[src/via_pkg.sv]
//======================================================================
// via package
// register map, bus and port widths, and the bit positions of the
// ACR, PCR and IFR/IER fields used by the VIA core
//======================================================================
package via_pkg;

	localparam int DATA_W = 32;
	localparam int PORT_W = 32;

	typedef logic [DATA_W-1:0] data_t;
	typedef logic [3:0] reg_addr_t;
	typedef logic [DATA_W/8-1:0] byte_sel_t;
	typedef logic [PORT_W-1:0] port_t;

	// register index, 6522 order
	localparam reg_addr_t REG_PB   = 4'd0;
	localparam reg_addr_t REG_PA   = 4'd1;
	localparam reg_addr_t REG_DDRB = 4'd2;
	localparam reg_addr_t REG_DDRA = 4'd3;
	localparam reg_addr_t REG_T1CL = 4'd4;
	localparam reg_addr_t REG_T1CH = 4'd5;
	localparam reg_addr_t REG_T1LL = 4'd6;
	localparam reg_addr_t REG_T1LH = 4'd7;
	localparam reg_addr_t REG_T2CL = 4'd8;
	localparam reg_addr_t REG_T2CH = 4'd9;
	localparam reg_addr_t REG_SR   = 4'd10; // reserved, reads zero
	localparam reg_addr_t REG_ACR  = 4'd11;
	localparam reg_addr_t REG_PCR  = 4'd12;
	localparam reg_addr_t REG_IFR  = 4'd13;
	localparam reg_addr_t REG_IER  = 4'd14;
	localparam reg_addr_t REG_ORA  = 4'd15; // port A, no handshake side effects

	// IFR and IER share these positions
	localparam int IRQ_CA1 = 1;
	localparam int IRQ_CB1 = 4;
	localparam int IRQ_T1  = 5;
	localparam int IRQ_T2  = 6;
	localparam int IRQ_ANY = 7; // IFR summary, IER set/clear select

	localparam int ACR_PA_LE   = 0;
	localparam int ACR_PB_LE   = 1;
	localparam int ACR_T2_MODE = 5;
	localparam int ACR_T1_MODE = 6; // lsb of the 2-bit T1 mode field
	localparam int PCR_CA1_POS = 0; // 1 = rising edge
	localparam int PCR_CB1_POS = 4;

	// replace the selected byte lanes of cur with those of wd
	function automatic data_t byte_merge(data_t cur, data_t wd, byte_sel_t sel);
		data_t res;
		res = cur;
		for (int i = 0; i < DATA_W / 8; i++) begin
			if (sel[i])
				res[8*i +: 8] = wd[8*i +: 8];
		end
		return res;
	endfunction

endpackage

[src/via_reg_if.sv]
//======================================================================
// via register interface
// decoded access strobes from the bus front end, and the read data
// returned by each register unit
//======================================================================
`timescale 1ns/1ps

interface via_reg_if import via_pkg::*; ();

	logic      wr_stb;      // one cycle per write access
	logic      rd_stb;      // one cycle per read access
	reg_addr_t addr;
	data_t     wdata;
	byte_sel_t sel;
	data_t     rdata_port;
	data_t     rdata_timer;
	data_t     rdata_irq;

	modport master (
		output wr_stb, rd_stb, addr, wdata, sel,
		input  rdata_port, rdata_timer, rdata_irq
	);

	// register units decode addr themselves
	modport port (
		input  wr_stb, addr, wdata, sel,
		output rdata_port
	);

	modport timer (
		input  wr_stb, addr, wdata, sel,
		output rdata_timer
	);

	modport irq (
		input  wr_stb, rd_stb, addr, wdata, sel,
		output rdata_irq
	);

endinterface

[src/via_bus_slave.sv]
//======================================================================
// via bus front end
// qualifies cyc/stb accesses, issues one register strobe and one ack
// per access, and registers the selected read data onto dat_o
//======================================================================
`timescale 1ns/1ps

module via_bus_slave import via_pkg::*; (
	input  logic      clk_i,
	input  logic      rst_i,
	input  logic      cs_i,
	input  logic      cyc_i,
	input  logic      stb_i,
	input  logic      we_i,
	input  byte_sel_t sel_i,
	input  reg_addr_t adr_i,
	input  data_t     dat_i,
	output data_t     dat_o,
	output logic      ack_o,
	via_reg_if.master bus
);

	typedef enum logic [1:0] {
		IDLE,
		RD_WAIT,
		ACK,
		HOLD
	} ack_state_t;

	ack_state_t state_q;
	logic       access;
	logic       we_q;
	data_t      rd_mux;

	assign access = cs_i & cyc_i & stb_i;

	//======================================================================
	// access sequencing
	//======================================================================
	always_ff @(posedge clk_i) begin
		if (rst_i) begin
			state_q <= IDLE;
		end else begin
			case (state_q)
			IDLE:    if (access) state_q <= we_i ? ACK : RD_WAIT;
			RD_WAIT: state_q <= ACK;    // read data registered here
			ACK:     state_q <= HOLD;
			HOLD:    if (!stb_i) state_q <= IDLE; // master must drop stb first
			default: state_q <= IDLE;
			endcase
		end
	end

	// capture the request once, at the start of the access
	always_ff @(posedge clk_i) begin
		if (state_q == IDLE && access) begin
			we_q      <= we_i;
			bus.addr  <= adr_i;
			bus.wdata <= dat_i;
			bus.sel   <= sel_i;
		end
		if (state_q == RD_WAIT)
			dat_o <= rd_mux;
	end

	assign bus.wr_stb = (state_q == ACK) & we_q; // write ack and strobe coincide
	assign bus.rd_stb = (state_q == RD_WAIT);
	assign ack_o      = (state_q == ACK);

	//======================================================================
	// read data select
	//======================================================================
	always_comb begin
		rd_mux = '0;
		case (bus.addr)
		REG_PB, REG_PA, REG_DDRB, REG_DDRA, REG_PCR, REG_ORA:
			rd_mux = bus.rdata_port;
		REG_T1CL, REG_T1CH, REG_T1LL, REG_T1LH, REG_T2CL, REG_T2CH:
			rd_mux = bus.rdata_timer;
		REG_ACR:
			rd_mux = bus.rdata_port | bus.rdata_timer; // latch bits and timer modes
		REG_IFR, REG_IER:
			rd_mux = bus.rdata_irq;
		REG_SR:
			rd_mux = '0;
		default:
			rd_mux = '0;
		endcase
	end

endmodule

[src/via_irq_ctrl.sv]
//======================================================================
// via interrupt control
// IFR flag set/clear, IER set/clear writes, registered irq_o
//======================================================================
`timescale 1ns/1ps

module via_irq_ctrl import via_pkg::*; (
	input  logic   clk_i,
	input  logic   rst_i,
	input  logic   ca1_edge_i,
	input  logic   cb1_edge_i,
	input  logic   t1_zero_i,
	input  logic   t2_zero_i,
	output logic   irq_o,
	via_reg_if.irq regs
);

	typedef logic [IRQ_ANY-1:0] flags_t;

	// sources implemented in this core
	localparam flags_t FLAG_MASK = flags_t'((1 << IRQ_CA1) | (1 << IRQ_CB1) |
		(1 << IRQ_T1) | (1 << IRQ_T2));

	flags_t ifr_q, ier_q;
	flags_t set_v, clr_v;
	flags_t active;
	logic   acc;

	assign acc    = regs.wr_stb | regs.rd_stb;
	assign active = ifr_q & ier_q;

	always_comb begin
		set_v = '0;
		set_v[IRQ_CA1] = ca1_edge_i;
		set_v[IRQ_CB1] = cb1_edge_i;
		set_v[IRQ_T1]  = t1_zero_i;
		set_v[IRQ_T2]  = t2_zero_i;

		// side-effect clears from port and timer accesses
		clr_v = '0;
		clr_v[IRQ_CA1] = acc && regs.addr == REG_PA;
		clr_v[IRQ_CB1] = acc && regs.addr == REG_PB;
		clr_v[IRQ_T1]  = (regs.rd_stb && regs.addr == REG_T1CL) ||
			(regs.wr_stb && regs.addr == REG_T1CH);
		clr_v[IRQ_T2]  = (regs.rd_stb && regs.addr == REG_T2CL) ||
			(regs.wr_stb && regs.addr == REG_T2CH);
		if (regs.wr_stb && regs.addr == REG_IFR && regs.sel[0])
			clr_v = clr_v | regs.wdata[IRQ_ANY-1:0]; // write 1 to clear
	end

	always_ff @(posedge clk_i) begin
		if (rst_i) begin
			ifr_q <= '0;
			ier_q <= '0;
			irq_o <= 1'b0;
		end else begin
			ifr_q <= (ifr_q & ~clr_v) | set_v; // new event wins over clear
			if (regs.wr_stb && regs.addr == REG_IER && regs.sel[0]) begin
				if (regs.wdata[IRQ_ANY])
					ier_q <= (ier_q | regs.wdata[IRQ_ANY-1:0]) & FLAG_MASK;
				else
					ier_q <= ier_q & ~regs.wdata[IRQ_ANY-1:0];
			end
			irq_o <= |active;
		end
	end

	always_comb begin
		regs.rdata_irq = '0;
		case (regs.addr)
		REG_IFR: regs.rdata_irq = data_t'({|active, ifr_q});
		REG_IER: regs.rdata_irq = data_t'(ier_q);
		default: ;
		endcase
	end

endmodule

[src/via_port_unit.sv]
//======================================================================
// via port unit
// ports A and B with direction registers and input latches, CA1/CB1
// synchronizers with polarity-qualified edge pulses
//======================================================================
`timescale 1ns/1ps

module via_port_unit import via_pkg::*; (
	input  logic    clk_i,
	input  logic    rst_i,
	input  port_t   pa_i,
	input  port_t   pb_i,
	input  logic    ca1_i,
	input  logic    cb1_i,
	output port_t   pa_o,
	output port_t   pa_oe_o,
	output port_t   pb_o,
	output port_t   pb_oe_o,
	input  logic    pb7_ctl_i,
	input  logic    pb7_val_i,
	output logic    ca1_edge_o,
	output logic    cb1_edge_o,
	via_reg_if.port regs
);

	port_t      pao, pbo;       // output registers
	port_t      ddra, ddrb;     // 1 = output
	port_t      pai_q, pbi_q;   // pins sampled every clock
	port_t      pal, pbl;       // input latches
	port_t      pb_live;
	logic       pa_le, pb_le;
	logic       ca1_pos, cb1_pos;
	logic [2:0] ca1_sync, cb1_sync;

	//======================================================================
	// control line synchronizers
	//======================================================================
	always_ff @(posedge clk_i) begin
		if (rst_i) begin
			ca1_sync <= '0;
			cb1_sync <= '0;
		end else begin
			ca1_sync <= {ca1_sync[1:0], ca1_i};
			cb1_sync <= {cb1_sync[1:0], cb1_i};
		end
	end

	// compare last two synced samples
	assign ca1_edge_o = ca1_pos ? (ca1_sync[1] & ~ca1_sync[2]) : (~ca1_sync[1] & ca1_sync[2]);
	assign cb1_edge_o = cb1_pos ? (cb1_sync[1] & ~cb1_sync[2]) : (~cb1_sync[1] & cb1_sync[2]);

	//======================================================================
	// registers
	//======================================================================
	always_ff @(posedge clk_i) begin
		if (rst_i) begin
			pao     <= '0;
			pbo     <= '0;
			ddra    <= '0;
			ddrb    <= '0;
			pa_le   <= 1'b0;
			pb_le   <= 1'b0;
			ca1_pos <= 1'b0;
			cb1_pos <= 1'b0;
		end else if (regs.wr_stb) begin
			case (regs.addr)
			REG_PA, REG_ORA: pao <= byte_merge(pao, regs.wdata, regs.sel);
			REG_PB:   pbo  <= byte_merge(pbo, regs.wdata, regs.sel);
			REG_DDRA: ddra <= byte_merge(ddra, regs.wdata, regs.sel);
			REG_DDRB: ddrb <= byte_merge(ddrb, regs.wdata, regs.sel);
			REG_ACR: if (regs.sel[0]) begin
				pa_le <= regs.wdata[ACR_PA_LE];
				pb_le <= regs.wdata[ACR_PB_LE];
			end
			REG_PCR: if (regs.sel[0]) begin
				ca1_pos <= regs.wdata[PCR_CA1_POS];
				cb1_pos <= regs.wdata[PCR_CB1_POS];
			end
			default: ;
			endcase
		end
	end

	// output bits read back the register, input bits the pin
	assign pb_live = (ddrb & pbo) | (~ddrb & pbi_q);

	always_ff @(posedge clk_i) begin
		pai_q <= pa_i;
		pbi_q <= pb_i;
		if (ca1_edge_o)
			pal <= pai_q;
		if (cb1_edge_o)
			pbl <= pb_live;
	end

	always_comb begin
		regs.rdata_port = '0;
		case (regs.addr)
		REG_PA, REG_ORA: regs.rdata_port = pa_le ? pal : pai_q;
		REG_PB:   regs.rdata_port = pb_le ? pbl : pb_live;
		REG_DDRA: regs.rdata_port = ddra;
		REG_DDRB: regs.rdata_port = ddrb;
		REG_ACR: begin
			regs.rdata_port[ACR_PA_LE] = pa_le;
			regs.rdata_port[ACR_PB_LE] = pb_le;
		end
		REG_PCR: begin
			regs.rdata_port[PCR_CA1_POS] = ca1_pos;
			regs.rdata_port[PCR_CB1_POS] = cb1_pos;
		end
		default: ;
		endcase
	end

	//======================================================================
	// pin outputs
	//======================================================================
	assign pa_o    = pao;
	assign pa_oe_o = ddra;
	assign pb_oe_o = ddrb;

	always_comb begin
		pb_o = pbo;
		if (pb7_ctl_i)
			pb_o[7] = pb7_val_i; // timer 1 owns PB7
	end

endmodule

[src/via_timer_unit.sv]
//======================================================================
// via timer unit
// timer 1 (one-shot or free-running, optional PB7 output) and
// timer 2 (one-shot), each with its latch
//======================================================================
`timescale 1ns/1ps

module via_timer_unit import via_pkg::*; #(
	parameter int TIMER_W = 16 // must be even
) (
	input  logic     clk_i,
	input  logic     rst_i,
	output logic     t1_zero_o,
	output logic     t2_zero_o,
	output logic     pb7_ctl_o,
	output logic     pb7_val_o,
	via_reg_if.timer regs
);

	localparam int HALF_W = TIMER_W / 2;

	typedef logic [HALF_W-1:0] half_t;
	typedef logic [TIMER_W-1:0] count_t;

	count_t     t1_cnt, t2_cnt;
	half_t      t1_lat_lo, t1_lat_hi;
	half_t      t2_lat_lo;
	half_t      wr_hi;           // high half from a CH write
	logic       t1_armed, t2_armed;
	logic       t1_ch_wr, t2_ch_wr;
	logic [1:0] t1_mode;        // bit 0 free-run, bit 1 PB7 output
	logic       t2_mode;        // stored, read back only
	logic       pb7_q;

	// byte-lane write into a half-width latch
	function automatic half_t merge_half(half_t cur, data_t wd, byte_sel_t sel);
		return half_t'(byte_merge(data_t'(cur), wd, sel));
	endfunction

	assign wr_hi     = regs.wdata[HALF_W-1:0];
	assign t1_ch_wr  = regs.wr_stb && (regs.addr == REG_T1CH);
	assign t2_ch_wr  = regs.wr_stb && (regs.addr == REG_T2CH);
	assign t1_zero_o = t1_armed && (t1_cnt == '0);
	assign t2_zero_o = t2_armed && (t2_cnt == '0);
	assign pb7_ctl_o = t1_mode[1];
	assign pb7_val_o = pb7_q;

	//======================================================================
	// counters
	//======================================================================
	always_ff @(posedge clk_i) begin
		if (rst_i) begin
			t1_cnt   <= '1;
			t2_cnt   <= '1;
			t1_armed <= 1'b0;
			t2_armed <= 1'b0;
			t1_mode  <= 2'b00;
			t2_mode  <= 1'b0;
			pb7_q    <= 1'b0;
		end else begin
			if (regs.wr_stb && regs.addr == REG_ACR && regs.sel[0]) begin
				t1_mode <= regs.wdata[ACR_T1_MODE +: 2];
				t2_mode <= regs.wdata[ACR_T2_MODE];
			end

			// timer 1
			if (t1_ch_wr) begin
				t1_cnt   <= {wr_hi, t1_lat_lo};
				t1_armed <= 1'b1;
				if (t1_mode[1])
					pb7_q <= 1'b0;
			end else if (t1_zero_o) begin
				t1_cnt   <= t1_mode[0] ? {t1_lat_hi, t1_lat_lo} : t1_cnt - 1'b1;
				t1_armed <= t1_mode[0]; // one-shot disarms
				if (t1_mode == 2'd2)
					pb7_q <= 1'b1;
				else if (t1_mode == 2'd3)
					pb7_q <= ~pb7_q;
			end else begin
				t1_cnt <= t1_cnt - 1'b1;
			end

			// timer 2, one-shot only
			if (t2_ch_wr) begin
				t2_cnt   <= {wr_hi, t2_lat_lo};
				t2_armed <= 1'b1;
			end else begin
				t2_cnt <= t2_cnt - 1'b1;
				if (t2_zero_o)
					t2_armed <= 1'b0;
			end
		end
	end

	// latches
	always_ff @(posedge clk_i) begin
		if (regs.wr_stb) begin
			case (regs.addr)
			REG_T1CL, REG_T1LL: t1_lat_lo <= merge_half(t1_lat_lo, regs.wdata, regs.sel);
			REG_T1LH: t1_lat_hi <= merge_half(t1_lat_hi, regs.wdata, regs.sel);
			REG_T1CH: t1_lat_hi <= wr_hi; // keeps free-run reload in step
			REG_T2CL: t2_lat_lo <= merge_half(t2_lat_lo, regs.wdata, regs.sel);
			default: ;
			endcase
		end
	end

	//======================================================================
	// read data
	//======================================================================
	always_comb begin
		regs.rdata_timer = '0;
		case (regs.addr)
		REG_T1CL: regs.rdata_timer = data_t'(t1_cnt[HALF_W-1:0]);
		REG_T1CH: regs.rdata_timer = data_t'(t1_cnt[TIMER_W-1:HALF_W]);
		REG_T1LL: regs.rdata_timer = data_t'(t1_lat_lo);
		REG_T1LH: regs.rdata_timer = data_t'(t1_lat_hi);
		REG_T2CL: regs.rdata_timer = data_t'(t2_cnt[HALF_W-1:0]);
		REG_T2CH: regs.rdata_timer = data_t'(t2_cnt[TIMER_W-1:HALF_W]);
		REG_ACR: begin
			regs.rdata_timer[ACR_T1_MODE +: 2] = t1_mode;
			regs.rdata_timer[ACR_T2_MODE]      = t2_mode;
		end
		default: ;
		endcase
	end

endmodule

[src/via_top.sv]
//======================================================================
// via top level
// bus front end plus port, timer and interrupt units sharing one
// register interface
//======================================================================
`timescale 1ns/1ps

module via_top import via_pkg::*; #(
	parameter int TIMER_W = 16 // counter width, even
) (
	input  logic      clk_i,
	input  logic      rst_i,
	input  logic      cs_i,
	input  logic      cyc_i,
	input  logic      stb_i,
	input  logic      we_i,
	input  byte_sel_t sel_i,
	input  reg_addr_t adr_i,
	input  data_t     dat_i,
	output data_t     dat_o,
	output logic      ack_o,
	input  port_t     pa_i,
	input  port_t     pb_i,
	input  logic      ca1_i,
	input  logic      cb1_i,
	output port_t     pa_o,
	output port_t     pa_oe_o,
	output port_t     pb_o,
	output port_t     pb_oe_o,
	output logic      irq_o
);

	logic ca1_edge, cb1_edge;   // port unit to irq
	logic t1_zero, t2_zero;     // timer unit to irq
	logic pb7_ctl, pb7_val;     // timer unit to port unit

	via_reg_if regs ();

	via_bus_slave via_bus_slave_inst (
		.clk_i (clk_i),
		.rst_i (rst_i),
		.cs_i  (cs_i),
		.cyc_i (cyc_i),
		.stb_i (stb_i),
		.we_i  (we_i),
		.sel_i (sel_i),
		.adr_i (adr_i),
		.dat_i (dat_i),
		.dat_o (dat_o),
		.ack_o (ack_o),
		.bus   (regs.master)
	);

	via_port_unit via_port_unit_inst (
		.clk_i      (clk_i),
		.rst_i      (rst_i),
		.pa_i       (pa_i),
		.pb_i       (pb_i),
		.ca1_i      (ca1_i),
		.cb1_i      (cb1_i),
		.pa_o       (pa_o),
		.pa_oe_o    (pa_oe_o),
		.pb_o       (pb_o),
		.pb_oe_o    (pb_oe_o),
		.pb7_ctl_i  (pb7_ctl),
		.pb7_val_i  (pb7_val),
		.ca1_edge_o (ca1_edge),
		.cb1_edge_o (cb1_edge),
		.regs       (regs.port)
	);

	via_timer_unit #(
		.TIMER_W (TIMER_W)
	) via_timer_unit_inst (
		.clk_i     (clk_i),
		.rst_i     (rst_i),
		.t1_zero_o (t1_zero),
		.t2_zero_o (t2_zero),
		.pb7_ctl_o (pb7_ctl),
		.pb7_val_o (pb7_val),
		.regs      (regs.timer)
	);

	via_irq_ctrl via_irq_ctrl_inst (
		.clk_i      (clk_i),
		.rst_i      (rst_i),
		.ca1_edge_i (ca1_edge),
		.cb1_edge_i (cb1_edge),
		.t1_zero_i  (t1_zero),
		.t2_zero_i  (t2_zero),
		.irq_o      (irq_o),
		.regs       (regs.irq)
	);

endmodule
[config.mk]
export PLATFORM = sky130hd
export DESIGN_NAME = via_top
export DESIGN_NICKNAME = d
export VERILOG_FILES = /design/src/via_pkg.sv /design/src/via_reg_if.sv /design/src/via_bus_slave.sv /design/src/via_irq_ctrl.sv /design/src/via_port_unit.sv /design/src/via_timer_unit.sv /design/src/via_top.sv
export SDC_FILE = /design/constraint.sdc
export NUM_CORES = 1
export LEC_CHECK = 0
export BUFFER_PORTS_ARGS = -buffer_cell sky130_fd_sc_hd__buf_2
export CAP_MARGIN = 20
export CORE_ASPECT_RATIO = 0.5
export CORE_MARGIN = 3
export CORE_UTILIZATION = 56
export DETAILED_ROUTE_END_ITERATION = 12
export PLACE_DENSITY = 0.83
export SLEW_MARGIN = 20
export SYNTH_ARGS = -nofsm -noshare
export SYNTH_HDL_FRONTEND = slang
export SYNTH_SLANG_ARGS = --single-unit
[constraint.sdc]
create_clock -name clk_i -period 3.61 [get_ports clk_i]
set_clock_uncertainty 0.05 [all_clocks]
set_input_delay 0.5415 -clock clk_i [delete_from_list [all_inputs] [get_ports clk_i]]
set_output_delay 0.5415 -clock clk_i [all_outputs]
set_load 0.02 [all_outputs]
; ---- After elaboration in Yosys (flattened, before gate mapping)
; Index checks and enable logic that the tools add are counted.
[totals]
regBits = 418
in_bits = 112
out_inout_bits = 162
word_cells = 186
[classes]
n_addsub = 2
eq_ne = 24
muxes = 35
bitwise = 26
reduce_logical = 54
[ops]
columns = op, count
row1 = 32-bit one-hot mux with 5 select lines, 1
row2 = 27-bit one-hot mux with 4 select lines, 1
row3 = 3-bit AND reduction, 22
row4 = 32-bit AND, 2
row5 = 16-bit 2-to-1 mux, 4
row6 = 32-bit 2-to-1 mux, 2
row7 = "4-bit equality test, second input constant", 8
row8 = 16-bit zero test, 2
row9 = 32-bit inverter, 1
row10 = 32-bit OR, 1
row11 = 32-bit by 8-bit OR with 32-bit output, 1
row12 = 8-bit one-hot mux with 2 select lines, 2
row13 = "16-bit by 1-bit subtractor with 16-bit output, second input constant", 2
row14 = 5-bit one-hot mux with 6 select lines, 1
row15 = 7-bit AND, 3
row16 = 7-bit OR, 3
row17 = 3-bit one-hot mux with 7 select lines, 1
row18 = "4-bit by 3-bit equality test with 1-bit output, second input constant", 4
row19 = 2-bit one-hot mux with 4 select lines, 2
row20 = 1-bit logical AND, 15
row21 = 7-bit 2-to-1 mux, 2
row22 = 7-bit inverter, 2
row23 = 1-bit 2-to-1 mux, 12
row24 = 6-bit OR reduction, 2
row25 = other kinds (21), 45

; ---- Logic depth before layout (Yosys ltp)
; Gate-level depths: netlist of the first run.
[depth]
depth_word = 9
depth_mapped = 9
depth_no_buf = 7

; ---- By module
; A second synthesis of the first run with hierarchy kept.
[unflattened]
cells_unflattened = 1780
hier_area_um2 = 20260.7
[modules_own_cells]
columns = mod, n_inst, cells_per_inst, area_per_inst_um2
row1 = via_port_unit, 1, 940, 11073.1
row2 = via_bus_slave, 1, 364, 4765.8
row3 = via_timer_unit, 1, 359, 3453.3
row4 = via_irq_ctrl, 1, 117, 968.4

; ---- Least setup slack after synthesis of the first run
; OpenSTA, ideal clock, no wires.
[synth_timing]
path_kind = register to register
from = register via_port_unit_inst.ca1_sync[1]
to = register via_port_unit_inst.pal[0], enable pin
arrival_time_ns = 2.759
t_required_ns = 3.092
path_slack_ns = 0.333
stages_incl_launch_ff = 3
n_path_buf = 0
period_less_slack_ns = 3.277
cell_sequence = dfxtp_1 nand2b_1 o21ai_0
[synth_between]
elab_chain_len = 3
word_cells_on_any_way = 4
[synth_rtl]
columns = item, line
row1 = from (decl), via_port_unit.sv:33  ; logic [2:0] ca1_sync, cb1_sync;
row2 = from (signal assigned), via_port_unit.sv:43  ; ca1_sync <= {ca1_sync[1:0], ca1_i};
row3 = 1-bit inverter, via_port_unit.sv:49  ; assign ca1_edge_o = ca1_pos ? (ca1_sync[1] & ~ca1_sync[2]) : (~ca1_sync[1] & ca1_sync[2]);
row4 = 1-bit AND, via_port_unit.sv:49
row5 = 1-bit 2-to-1 mux *, via_port_unit.sv:49
row6 = named net ca1_edge, via_top.sv:33  ; logic ca1_edge, cb1_edge;
row7 = to (signal assigned), via_port_unit.sv:91  ; pal <= pai_q;
row8 = to (decl), via_port_unit.sv:29  ; port_t pal, pbl;
; The timed path passes the listed nets; every way through them passes the cells marked *.
; A chain may end at the register's enable or synchronous reset.

; ---- Worst setup path after layout of the first run
[layout_timing]
from = register via_bus_slave_inst.bus.addr[2]
to = register via_port_unit_inst.pbo[19]
[layout_between]
elab_chain_len = 2
[layout_rtl]
columns = item, line
row1 = from (decl), via_reg_if.sv:20  ; output wr_stb, rd_stb, addr, wdata, sel,
row2 = from (signal assigned), via_bus_slave.sv:58  ; bus.addr <= adr_i;
row3 = 4-bit zero test, via_port_unit.sv:66  ; case (regs.addr)
row4 = 3-bit AND reduction (no line), -
row5 = to (signal assigned), via_port_unit.sv:68  ; REG_PB: pbo <= byte_merge(pbo, regs.wdata, regs.sel);
row6 = to (decl), via_port_unit.sv:26  ; port_t pao, pbo;
; No other way between the ends.

==> out/metrics.csv, run 1 <==
stage;metric;value;unit
global_routing;M2 GR Usage;48.3;%
synth;syn avg cell area;10.5;sq um
floorplan;row count;44;
global_routing;GRT overflow;0;
setup_path;WP data arrival;3.30;ns
global_routing;antenna violations before repair;3;
floorplan;Initial Util;57.5;%
setup_path;required time of the critical path;4.01;ns
clock_tree;H-tree Lvls;2;
synth;top post-synthesis cells by area;dfxtp_1 30%, edfxtp_1 29%, nand2_1 5.3%;
setup_path;Top delay family on crit path;simple AND/OR/NAND/NOR gates;
clock_tree;post_cts resized;0;
pwr;pwr/cell area;527;nW/um^2
synth;EDFF count, synth;161;
detailed_routing;initial DRC count;1641;
clock_tree;CTS tree;yes;
synth;cell accounting for the most synthesized area;dfxtp_1;
setup_path;Crit-path slowest cell;edfxtp_1;
floorplan;Die Ht;129;microns
setup_path;FF-to-FF setup slack;0.71;ns
setup_path;Max FO, Critical Path;18;
clock_tree;Clock Sinks;418;
setup_path;Worst setup EP type;flip-flop;
worst_hold_path;Hold Path Stages;1;
timing;Slew Limit Fails;0;
timing;fmax;345;MHz
global_routing;met1 Usage GRT;39.0;%
global_routing;total track usage;29.7;%
synth;Distinct cells, synth;66;
setup_path;Crit path buffers/inverters;1;
clock_tree;clock latency on the worst-skew pair;0.55;ns
finish;layout cells sized above 1;22.8;%
run_status;outcome;complete, no violations;
pwr;Leak;7.34;nW
timing;final hold viol count;0;
floorplan;core area;29300;sq um
setup_path;Critical Path Start Type;flip-flop;
worst_hold_path;type of the worst min-delay path;in -> reg;
global_routing;via count of the first global-routing pass;12800;
synth;Syn. warnings;0;
setup_path;cell depth of the worst flop-to-flop path;6;
setup_path;Setup CP Type;reg -> reg;
detailed_routing;Routed Antenna Nets;0;
timing;setup TNS;0;ns
global_routing;pin count of the biggest net entering global routing;97;
detailed_routing;TritonRoute pass-1 iters;6;
synth;area fraction of the dominant cell type after synthesis;30.5;%
synth;syn nets;1727;
detailed_routing;DRC;0;
clock_tree;hold_buf cts;0;
timing;worst slew pin tran;1.03;ns
detailed_routing;Via Count;13700;
timing;Rel. slew slack;31.6;%
detailed_routing;Avg WL per Cell;22.1;microns
synth;register area share after synthesis;59.1;%
clock_tree;setup bufs post-CTS;0;
finish;fin util;66.8;%
clock_tree;clk slew on worst S/H paths;0.07;ns
placement;post-detail-place hpwl;33800;microns
timing;Final Cycle Share;80.3;%
finish;Final Net Count;1939;
setup_path;critical path startpoint;via_bus_slave_inst.bus.addr[2]$_DFFE_PP_;
global_routing;GR peak layer;met2;
clock_tree;clock tree root buffer cell;clkbuf_16;
global_routing;first-pass GRT wire length;74400;microns
placement;# port buffers;273;
clock_tree;clock tree buffer depth;3;
setup_path;worst path cell trace;nor2_1, nand2_1, buf_4, nor2_1, nand2_1, a21oi_1;
synth;ys flop type;dfxtp_1;
clock_tree;clock buffer count from CTS;36;
detailed_routing;vias per cell;6.13;
timing;Final Setup Violations;0;
setup_path;Levels on crit path;6;
placement;RD Place Congestion;0.979;
floorplan;io pins;274;
run;max-cap viol count;0;
floorplan;Die ar.;32400;sq um
setup_path;worst reg2reg path startpoint;via_bus_slave_inst.bus.addr[2]$_DFFE_PP_;
global_routing;met3 usage;5.57;%
synth;Async SR Flop Fraction;0;%
timing;RSZ-0062 raised after global routing;false;
worst_hold_path;Worst Min Path Start;pb_i[27];
synth;Synth Register Bits;418;
synth;Post-Syn Instances;1607;
detailed_routing;final wirelength;49600;microns
timing;Tmin final;2.90;ns
floorplan;die span in x;252;microns
finish;Synth-to-Final Area Change;16.1;%
setup_path;slowest stage delay, CP;0.61;ns
synth;Post-Syn Area;16900;sq um
pwr;worst vdd ir;0.000339;V
[cell families (layout without fill, tap and decap cells)]
| kind of cell | after synthesis | after routing | share of synthesized area [%] |
|---|---|---|---|
| and+or+nand+nor | 511 | 511 | 13.9 |
| buffers and inverters | 149 | 388 | 4.22 |
| AOI/OAI and AO/OA | 388 | 388 | 13.9 |
| muxes | 114 | 114 | 7.28 |
| adders and majority gates | 8 | 8 | 0.593 |
| other | 0 | 3 | 0 |
| xor gates and xnor gates | 19 | 19 | 0.986 |
| DFF | 418 | 418 | 59.1 |
[where the power goes]
group / switching [W] / internal, W
clock network: 0.00177 / 0.00226
registers: 0.000184 / 0.00515
logic: 0.000648 / 0.000305
total: 0.00260 / 0.00772
[cells in the final DEF, fill, tap and decap left out, types with 34 or more instances in the layout]
cell       count
buf_2        272
dfxtp_1      255
nand2_1      238
edfxtp_1     161
a21oi_1      146
o21ai_0      114
nor2_1       100
mux2i_1       71
nor2b_1       44
nand3_1       42
mux2_2        40
clkbuf_16     37
buf_4         34
[routing by layer]
layer  vias up  part of all wire [%]
li1       6159                     -
met1      6629                    39
met2       807                    48
met3       140                   8.8
met4         0                   4.3
met5         -                     0
[stage by stage]
step	hold WS, ns	power, W	setup slack, ns	std cells	area [sq um]
floorplan	0.354	0.00595	0.333	1607	16900
global placement	0.362	0.00636	0.932	2172	18400
detailed placement	0.367	0.00637	0.889	2172	18400
CTS	0.0234	0.0103	0.837	2237	19600
global route	0.0252	0.0106	0.531	2240	19600
finish	0.0404	0.0103	0.711	2240	19600
[area by class of cell]
cell class | instances | area [sq um]
Clock inverter | 13 | 176
Timing Repair Buffer | 307 | 1630
Sequential cell | 418 | 9980
Fill cell | 2237 | 9760
Multi-Input combinational cell | 1040 | 6230
Inverter | 16 | 60.1
Clock buffer | 52 | 1010
Tap cell | 391 | 489
Antenna cell | 3 | 7.51
[worst paths after layout]
| check | end |
|---|---|
| setup / recovery | via_port_unit_inst.pbo[19]$_SDFFE_PP0P_ |
| hold / removal | via_port_unit_inst.pbi_q[27]$_DFF_P_ |
| setup reg to reg | via_port_unit_inst.pbo[19]$_SDFFE_PP0P_ |
| hold reg to reg | via_port_unit_inst.pal[29]$_DFFE_PP_ |
[Yosys cell counts (4+ instances only)]
library cell	count
xor2_1	5
or3_1	5
nand2_1	238
nor2_1	102
a22oi_1	7
o22ai_1	4
o211ai_1	10
nor2b_1	44
nor4_1	4
o221ai_1	26
buf_1	9
edfxtp_1	161
mux2_2	40
a31oi_1	10
xnor2_1	14
ha_1	8
o32ai_1	6
o21ai_0	116
o31ai_1	4
nor3_1	26
clkbuf_1	73
nand3_1	42
buf_4	33
mux2i_1	71
a21oi_1	147
buf_2	17
a211oi_1	4
o31a_1	25
nand4_1	8
and3_1	6
inv_1	14
dfxtp_1	257
nor3b_1	4
nand2b_1	9
nor3_2	4
(Power assumes the default switching activity.)
==> run 2, diff against run 1 <==
--- a/config.mk
+++ b/config.mk
@@ -5,6 +5,7 @@
 export SDC_FILE = /design/constraint.sdc
 export NUM_CORES = 1
 export LEC_CHECK = 0
+export ABC_AREA = 1
 export BUFFER_PORTS_ARGS = -buffer_cell sky130_fd_sc_hd__buf_2
 export CAP_MARGIN = 20
 export CORE_ASPECT_RATIO = 0.5
==> constraint.sdc (replaced) <==
create_clock -name clk_i -period 3 [get_ports clk_i]
set_clock_uncertainty 0.05 [all_clocks]
set_input_delay 0.45 -clock clk_i [delete_from_list [all_inputs] [get_ports clk_i]]
set_output_delay 0.45 -clock clk_i [all_outputs]
set_load 0.02 [all_outputs]
==> out/metrics.csv, run 2 <==
stage;metric;value;unit
setup_path;FF-to-FF End;via_irq_ctrl_inst.ifr_q[1]$_SDFF_PP0_;
timing;Tmin final;2.51;ns
floorplan;io pins;274;
floorplan;Initial Util;58.5;%
clock_tree;Clock Sinks;418;
synth;commonest cells in the netlist;401 x nand2_1, 325 x nor2_1, 257 x dfxtp_1;
pwr;Pwr Total;0.0122;W
synth;syn avg cell area;8.86;sq um
finish;Finished Layout Cells;2599;
setup_path;Critical Path End;via_irq_ctrl_inst.ifr_q[1]$_SDFF_PP0_;
pwr;pwr/cell area;608;nW/um^2
global_routing;antenna violations before repair;4;
global_routing;GRT overflow;0;
finish;most frequent cells in the layout;400 x nand2_1, 323 x nor2_1, 273 x buf_2;
detailed_routing;Avg WL per Cell;20.1;microns
clock_tree;CTS tree;yes;
run;max-cap viol count;0;
clock_tree;setup bufs post-CTS;0;
synth;register area share after synthesis;59.8;%
synth;Post-Syn Area;16700;sq um
clock_tree;H-tree Lvls;2;
clock_tree;clock tree buffer depth;3;
synth;top post-synthesis cells by area;dfxtp_1 31%, edfxtp_1 29%, nand2_1 9.0%;
pwr;worst vdd ir;0.000494;V
placement;DP Worst Slack;0.634;ns
detailed_routing;DRC;0;
detailed_routing;vias per cell;5.72;
timing;Final Setup Violations;0;
clock_tree;clock tree root buffer cell;clkbuf_16;
clock_tree;clk slew on worst S/H paths;0.07;ns
synth;Distinct cells, synth;43;
finish;most common cell after layout, fill and taps aside;nand2_1;
pwr;Flop pwr share;52.6;%
synth;area fraction of the dominant cell type after synthesis;30.9;%
worst_hold_path;type of the worst min-delay path;in -> reg;
detailed_routing;Routed Antenna Nets;0;
finish;fin util;70.2;%
setup_path;worst reg2reg path startpoint;via_bus_slave_inst.state_q[0]$_SDFFE_PP0P_;
synth;syn nets;2003;
timing;fmax;398;MHz
placement;RD Place Congestion;0.927;
finish;Synth-to-Final Area Change;20.0;%
clock_tree;post_cts resized;0;
synth;Synth Register Bits;418;
pwr;sw frac;25.6;%
placement;post-detail-place hpwl;35000;microns
setup_path;Top delay family on crit path;simple AND/OR/NAND/NOR gates;
pwr;proportion of power drawn by combinational gates;9.4;%
run_status;outcome;complete, no violations;
setup_path;required time of the critical path;3.36;ns
synth;cell with the most instances after synthesis;nand2_1;
timing;setup TNS;0;ns
global_routing;via count of the first global-routing pass;14200;
timing;RSZ-0062 raised after global routing;false;
detailed_routing;final wirelength;52300;microns
timing;final hold viol count;0;
finish;Filler Cells Inserted;2139;
setup_path;Levels on crit path;9;
floorplan;die span in x;250;microns
setup_path;cell depth of the worst flop-to-flop path;9;
global_routing;first-pass GRT wire length;79800;microns
synth;cell accounting for the most synthesized area;dfxtp_1;
floorplan;Die Ht;128;microns
global_routing;pin count of the biggest net entering global routing;67;
setup_path;Worst setup EP type;flip-flop;
finish;layout cells sized above 1;18.1;%
placement;post-placement cell count;2466;
synth;ys flop type;dfxtp_1;
timing;Final Cycle Share;83.8;%
setup_path;Crit path buffers/inverters;2;
worst_hold_path;Worst Min Path Start;dat_i[16];
setup_path;Max FO, Critical Path;11;
synth;Post-Syn Instances;1883;
pwr;Net Sw Power;0.00311;W
floorplan;core area;28500;sq um
setup_path;critical path startpoint;via_bus_slave_inst.state_q[0]$_SDFFE_PP0P_;
setup_path;FF-to-FF setup slack;0.49;ns
synth;Async SR Flop Fraction;0;%
setup_path;cell mode on critical path;nand2_1;
setup_path;slowest stage delay, CP;0.57;ns
setup_path;Setup CP Type;reg -> reg;
setup_path;WP data arrival;2.87;ns
clock_tree;clock buffer count from CTS;36;
pwr;Cell Int Power;0.00906;W
timing;Slew Limit Fails;0;
detailed_routing;initial DRC count;1668;
setup_path;Critical Path Start Type;flip-flop;
clock_tree;clock latency on the worst-skew pair;0.54;ns
pwr;Leak;8.78;nW
detailed_routing;TritonRoute pass-1 iters;6;
synth;EDFF count, synth;161;
pwr;clock share of power;38.0;%
synth;Syn. warnings;0;
detailed_routing;Via Count;14900;
floorplan;row count;43;
placement;# port buffers;273;
timing;Rel. slew slack;29.3;%
floorplan;Die ar.;32000;sq um
finish;Final Net Count;2306;
timing;worst slew pin tran;1.06;ns
timing;Final Worst Setup Slack;0.487;ns
setup_path;worst path cell trace;inv_1, ha_1, nand2_1, inv_2, nand2_1, nor2_1, nand2_1, a31oi_1, nor2_1;
global_routing;total track usage;31.9;%
setup_path;Crit-path slowest cell;nor2_1;
[run 2: cell type report]
cell class / instances / area (sq um) / area share (%)
clock buffers: 53 / 1020 / 5.12
clock inverters: 12 / 109 / 0.544
flip-flops and latches: 418 / 9980 / 49.9
repair buffers: 358 / 2190 / 10.9
multi-input cells: 1218 / 5640 / 28.2
well taps: 382 / 478 / 2.39
diodes: 4 / 10.0 / 0.0500
inverters: 154 / 582 / 2.91
[run 2: worst reg2reg max path: cells and delay by family, from the launching register on]
family	cells	cell delay, ns
AO/OA/AOI/OAI	1	0.19
adder cells (fa/ha/maj)	1	0.19
buffers and inverters	2	0.28
flip-flops	1	0.34
AND/OR/NAND/NOR	5	1.34
[run 2: per-layer routing]
metal	part of all wire [%]	routed length (microns)	GRT usage (%)	vias up
li1	-	-	-	6793
met4	6.3	3290	19.6	0
met3	8.9	4630	5.59	231
met5	0	0	0	-
met2	46	24200	52.0	899
met1	39	20200	40.3	6950
[run 2: power groups by stage]
stage	registers [W]	clock network, W	logic, W
final	0.00640	0.00462	0.00115
after global routing	0.00642	0.00486	0.00122
after CTS	0.00639	0.00461	0.00113
after detailed placement	0.00651	0	0.00106
after global placement	0.00651	0	0.00104
after floorplan	0.00662	0	0.000455
[run 2: cell families (layout without fill, tap and decap cells)]
kind of cell,count (synthesis),after routing,synth area share (%)
buf+inv,247,577,6.50
xor+xnor,12,12,0.630
compound gates,369,369,12.2
flops,418,418,59.8
simple gates,829,829,20.3
fa+ha+maj,8,8,0.600
other cells,0,4,0
[run 2: worst min-delay path by stage]
stage / endpoint / depth (start not counted)
detailed placement: via_port_unit_inst.ca1_sync[1]$_SDFF_PP0_ / 2
floorplan: via_port_unit_inst.ca1_sync[1]$_SDFF_PP0_ / 2
global route: via_bus_slave_inst.bus.wdata[16]$_DFFE_PP_ / 1
CTS: via_bus_slave_inst.bus.wdata[15]$_DFFE_PP_ / 1
finish: via_bus_slave_inst.bus.wdata[16]$_DFFE_PP_ / 1
global placement: via_port_unit_inst.ca1_sync[1]$_SDFF_PP0_ / 2
[run 2: per-stage QoR]
step / area, sq um / hold WS, ns
4_1_cts: 20000 / 0.0148
3_5_place_dp: 18200 / 0.362
5_1_grt: 20000 / 0.0168
6_report: 20000 / 0.0285
3_3_place_gp: 18200 / 0.352
2_1_floorplan: 16700 / 0.338
[run 2: timing repair]
| item | CTS | global route |
|---|---|---|
| endpoints found under the setup margin | 0 | 0 |
| hold buffers | 64 | 0 |
| endpoints found under the hold margin | 64 | 0 |
==> run 3, diff against run 2 <==
--- a/config.mk
+++ b/config.mk
@@ -5,14 +5,14 @@
 export SDC_FILE = /design/constraint.sdc
 export NUM_CORES = 1
 export LEC_CHECK = 0
-export ABC_AREA = 1
+export ABC_AREA = 0
 export BUFFER_PORTS_ARGS = -buffer_cell sky130_fd_sc_hd__buf_2
 export CAP_MARGIN = 20
 export CORE_ASPECT_RATIO = 0.5
 export CORE_MARGIN = 3
-export CORE_UTILIZATION = 56
+export CORE_UTILIZATION = 51
 export DETAILED_ROUTE_END_ITERATION = 12
-export PLACE_DENSITY = 0.83
+export PLACE_DENSITY = 0.8
 export SLEW_MARGIN = 20
 export SYNTH_ARGS = -nofsm -noshare
 export SYNTH_HDL_FRONTEND = slang
==> constraint.sdc (replaced) <==
create_clock -name clk_i -period 2.2 [get_ports clk_i]
set_clock_uncertainty 0.05 [all_clocks]
set_input_delay 0.33 -clock clk_i [delete_from_list [all_inputs] [get_ports clk_i]]
set_output_delay 0.33 -clock clk_i [all_outputs]
set_load 0.02 [all_outputs]
==> out/metrics.csv, run 3 (same netlist as run 1, synthesis figures left out) <==
stage;metric;value;unit
floorplan;Initial Util;52.5;%
timing;Tmin final;2.15;ns
worst_hold_path;type of the worst min-delay path;in -> reg;
setup_path;WP data arrival;2.37;ns
setup_path;Critical Path Start Type;flip-flop;
setup_path;Worst setup EP type;flip-flop;
setup_path;Max FO, Critical Path;18;
finish;most frequent cells in the layout;272 x buf_2, 255 x dfxtp_1, 235 x nand2_1;
finish;Post-Layout Inst Area;21500;sq um
setup_path;worst path cell trace;buf_12, buf_12, nor2b_1, a22oi_1, o22ai_1, or4_1;
pwr;proportion of power drawn by combinational gates;11.2;%
pwr;pwr/cell area;808;nW/um^2
detailed_routing;TritonRoute pass-1 iters;10;
placement;post-detail-place hpwl;36800;microns
floorplan;io pins;274;
clock_tree;clock latency on the worst-skew pair;0.53;ns
placement;# port buffers;273;
timing;Final Cycle Share;97.5;%
clock_tree;clock tree root buffer cell;clkbuf_16;
pwr;worst vdd ir;0.000543;V
timing;Rel. slew slack;48.8;%
global_routing;GRT overflow;0;
floorplan;core area;32100;sq um
finish;layout cells sized above 1;24.9;%
timing;worst slew pin tran;0.768;ns
clock_tree;clock buffer count from CTS;37;
placement;RD Place Congestion;0.928;
finish;Synth-to-Final Area Change;27.5;%
clock_tree;CTS tree;yes;
pwr;Leak;8.23;nW
global_routing;total track usage;30.3;%
run_status;outcome;complete, no violations;
pwr;Cell Int Power;0.0130;W
timing;fmax;466;MHz
floorplan;Die ar.;35400;sq um
clock_tree;clock tree buffer depth;3;
finish;most common cell after layout, fill and taps aside;buf_2;
global_routing;antenna violations before repair;6;
timing;final hold viol count;0;
pwr;Net Sw Power;0.00440;W
detailed_routing;final wirelength;56200;microns
timing;Slew Limit Fails;0;
setup_path;Top delay family on crit path;simple AND/OR/NAND/NOR gates;
global_routing;first-pass GRT wire length;84000;microns
finish;Final Net Count;2114;
run;max-cap viol count;0;
clock_tree;clk slew on worst S/H paths;0.07;ns
placement;post-placement cell count;2277;
detailed_routing;vias per cell;6.05;
detailed_routing;Via Count;14900;
placement;Post-DP Area;19100;sq um
detailed_routing;DRC;0;
timing;Final Setup Violations;0;
finish;Finished Layout Cells;2460;
clock_tree;Clock Sinks;418;
floorplan;die span in x;263;microns
setup_path;Crit-path slowest cell;or4_1;
pwr;clock share of power;38.5;%
detailed_routing;Avg WL per Cell;22.8;microns
setup_path;required time of the critical path;2.42;ns
floorplan;row count;46;
setup_path;slowest stage delay, CP;0.52;ns
clock_tree;H-tree Lvls;2;
pwr;Flop pwr share;50.3;%
setup_path;Setup CP Type;reg -> reg;
setup_path;cell mode on critical path;buf_12;
detailed_routing;initial DRC count;1854;
setup_path;Crit path buffers/inverters;2;
global_routing;via count of the first global-routing pass;14400;
detailed_routing;Routed Antenna Nets;0;
global_routing;pin count of the biggest net entering global routing;100;
floorplan;Die Ht;135;microns
pwr;sw frac;25.3;%
[run 3: cell count changes in the layout (fill, tap and decap cells not counted), moves of 69 or more]
cell / previous run / this run
nand2_1: 400 / 235
inv_1: 130 / 14
mux2i_1: 0 / 71
buf_4: 19 / 88
nor2_1: 323 / 96
o21ai_0: 209 / 114
[run 3: metal layers]
| metal | part of all wire, % | wire length [microns] | track usage, % |
|---|---|---|---|
| met3 | 8.2 | 4610 | 5.04 |
| met2 | 48 | 27000 | 50.8 |
| met4 | 5.8 | 3260 | 15.8 |
| met5 | 0.057 | 32 | 0 |
| met1 | 38 | 21200 | 38.2 |
[run 3: worst register-to-register path: stages, from the launching register on]
cell and delay [ns]:
edfxtp_1 0.45, buf_12 0.19, buf_12 0.15, nor2b_1 0.19, a22oi_1 0.22, o22ai_1 0.10
or4_1 0.52
[run 3: area by class of cell]
class / instances / area, sq um
Clock buffer: 55 / 1080
Timing Repair Buffer: 481 / 3390
Sequential cell: 418 / 9980
Multi-Input combinational cell: 1040 / 6300
Fill cell: 2312 / 10600
Inverter: 16 / 60.1
Antenna cell: 5 / 12.5
Clock inverter: 13 / 149
Tap cell: 432 / 541
[run 3: power groups by stage]
stage          clock network, W  registers (W)  logic, W
2_1_floorplan                 0        0.00896  0.000819
3_3_place_gp                  0        0.00890   0.00167
3_5_place_dp                  0        0.00890   0.00171
4_1_cts                 0.00671        0.00873   0.00187
5_1_grt                 0.00705        0.00876   0.00205
6_report                0.00669        0.00874   0.00195
[run 3: through the flow]
step	hold WS [ns]	util [%]	setup TNS (ns)	setup WS (ns)	total power (W)
finish	0.0234	67.0	0	0.0544	0.0174
global route	0.0196	67.0	-0.0175	-0.0102	0.0179
CTS	0.00327	66.6	0	0.000175	0.0173
detailed placement	0.370	59.5	-0.806	-0.0441	0.0106
global placement	0.362	59.5	-0.0315	-0.0315	0.0106
floorplan	0.308	-	-0.0517	-0.00646	0.00978
[run 3: path summary, 6_finish.rpt]
path	slack, ns	endpoint	cells after the start	start
max	0.05	via_bus_slave_inst.dat_o[7]$_DFFE_PP_	6	via_bus_slave_inst.bus.addr[1]$_DFFE_PP_
min	0.02	via_port_unit_inst.cb1_sync[0]$_SDFF_PP0_	2	cb1_i
max reg2reg	0.05	via_bus_slave_inst.dat_o[7]$_DFFE_PP_	6	via_bus_slave_inst.bus.addr[1]$_DFFE_PP_
min reg2reg	0.38	via_port_unit_inst.cb1_sync[1]$_SDFF_PP0_	1	via_port_unit_inst.cb1_sync[0]$_SDFF_PP0_
[run 3: repair_timing]
action                                 in CTS  in global routing
setup endpoints to repair                  39                 96
hold buffers                              106                  0
endpoints found under the hold margin     106                  0
cloned                                      0                  1
pin swaps                                   0                  1
resized for setup                           2                 15
setup buffers                               0                  3
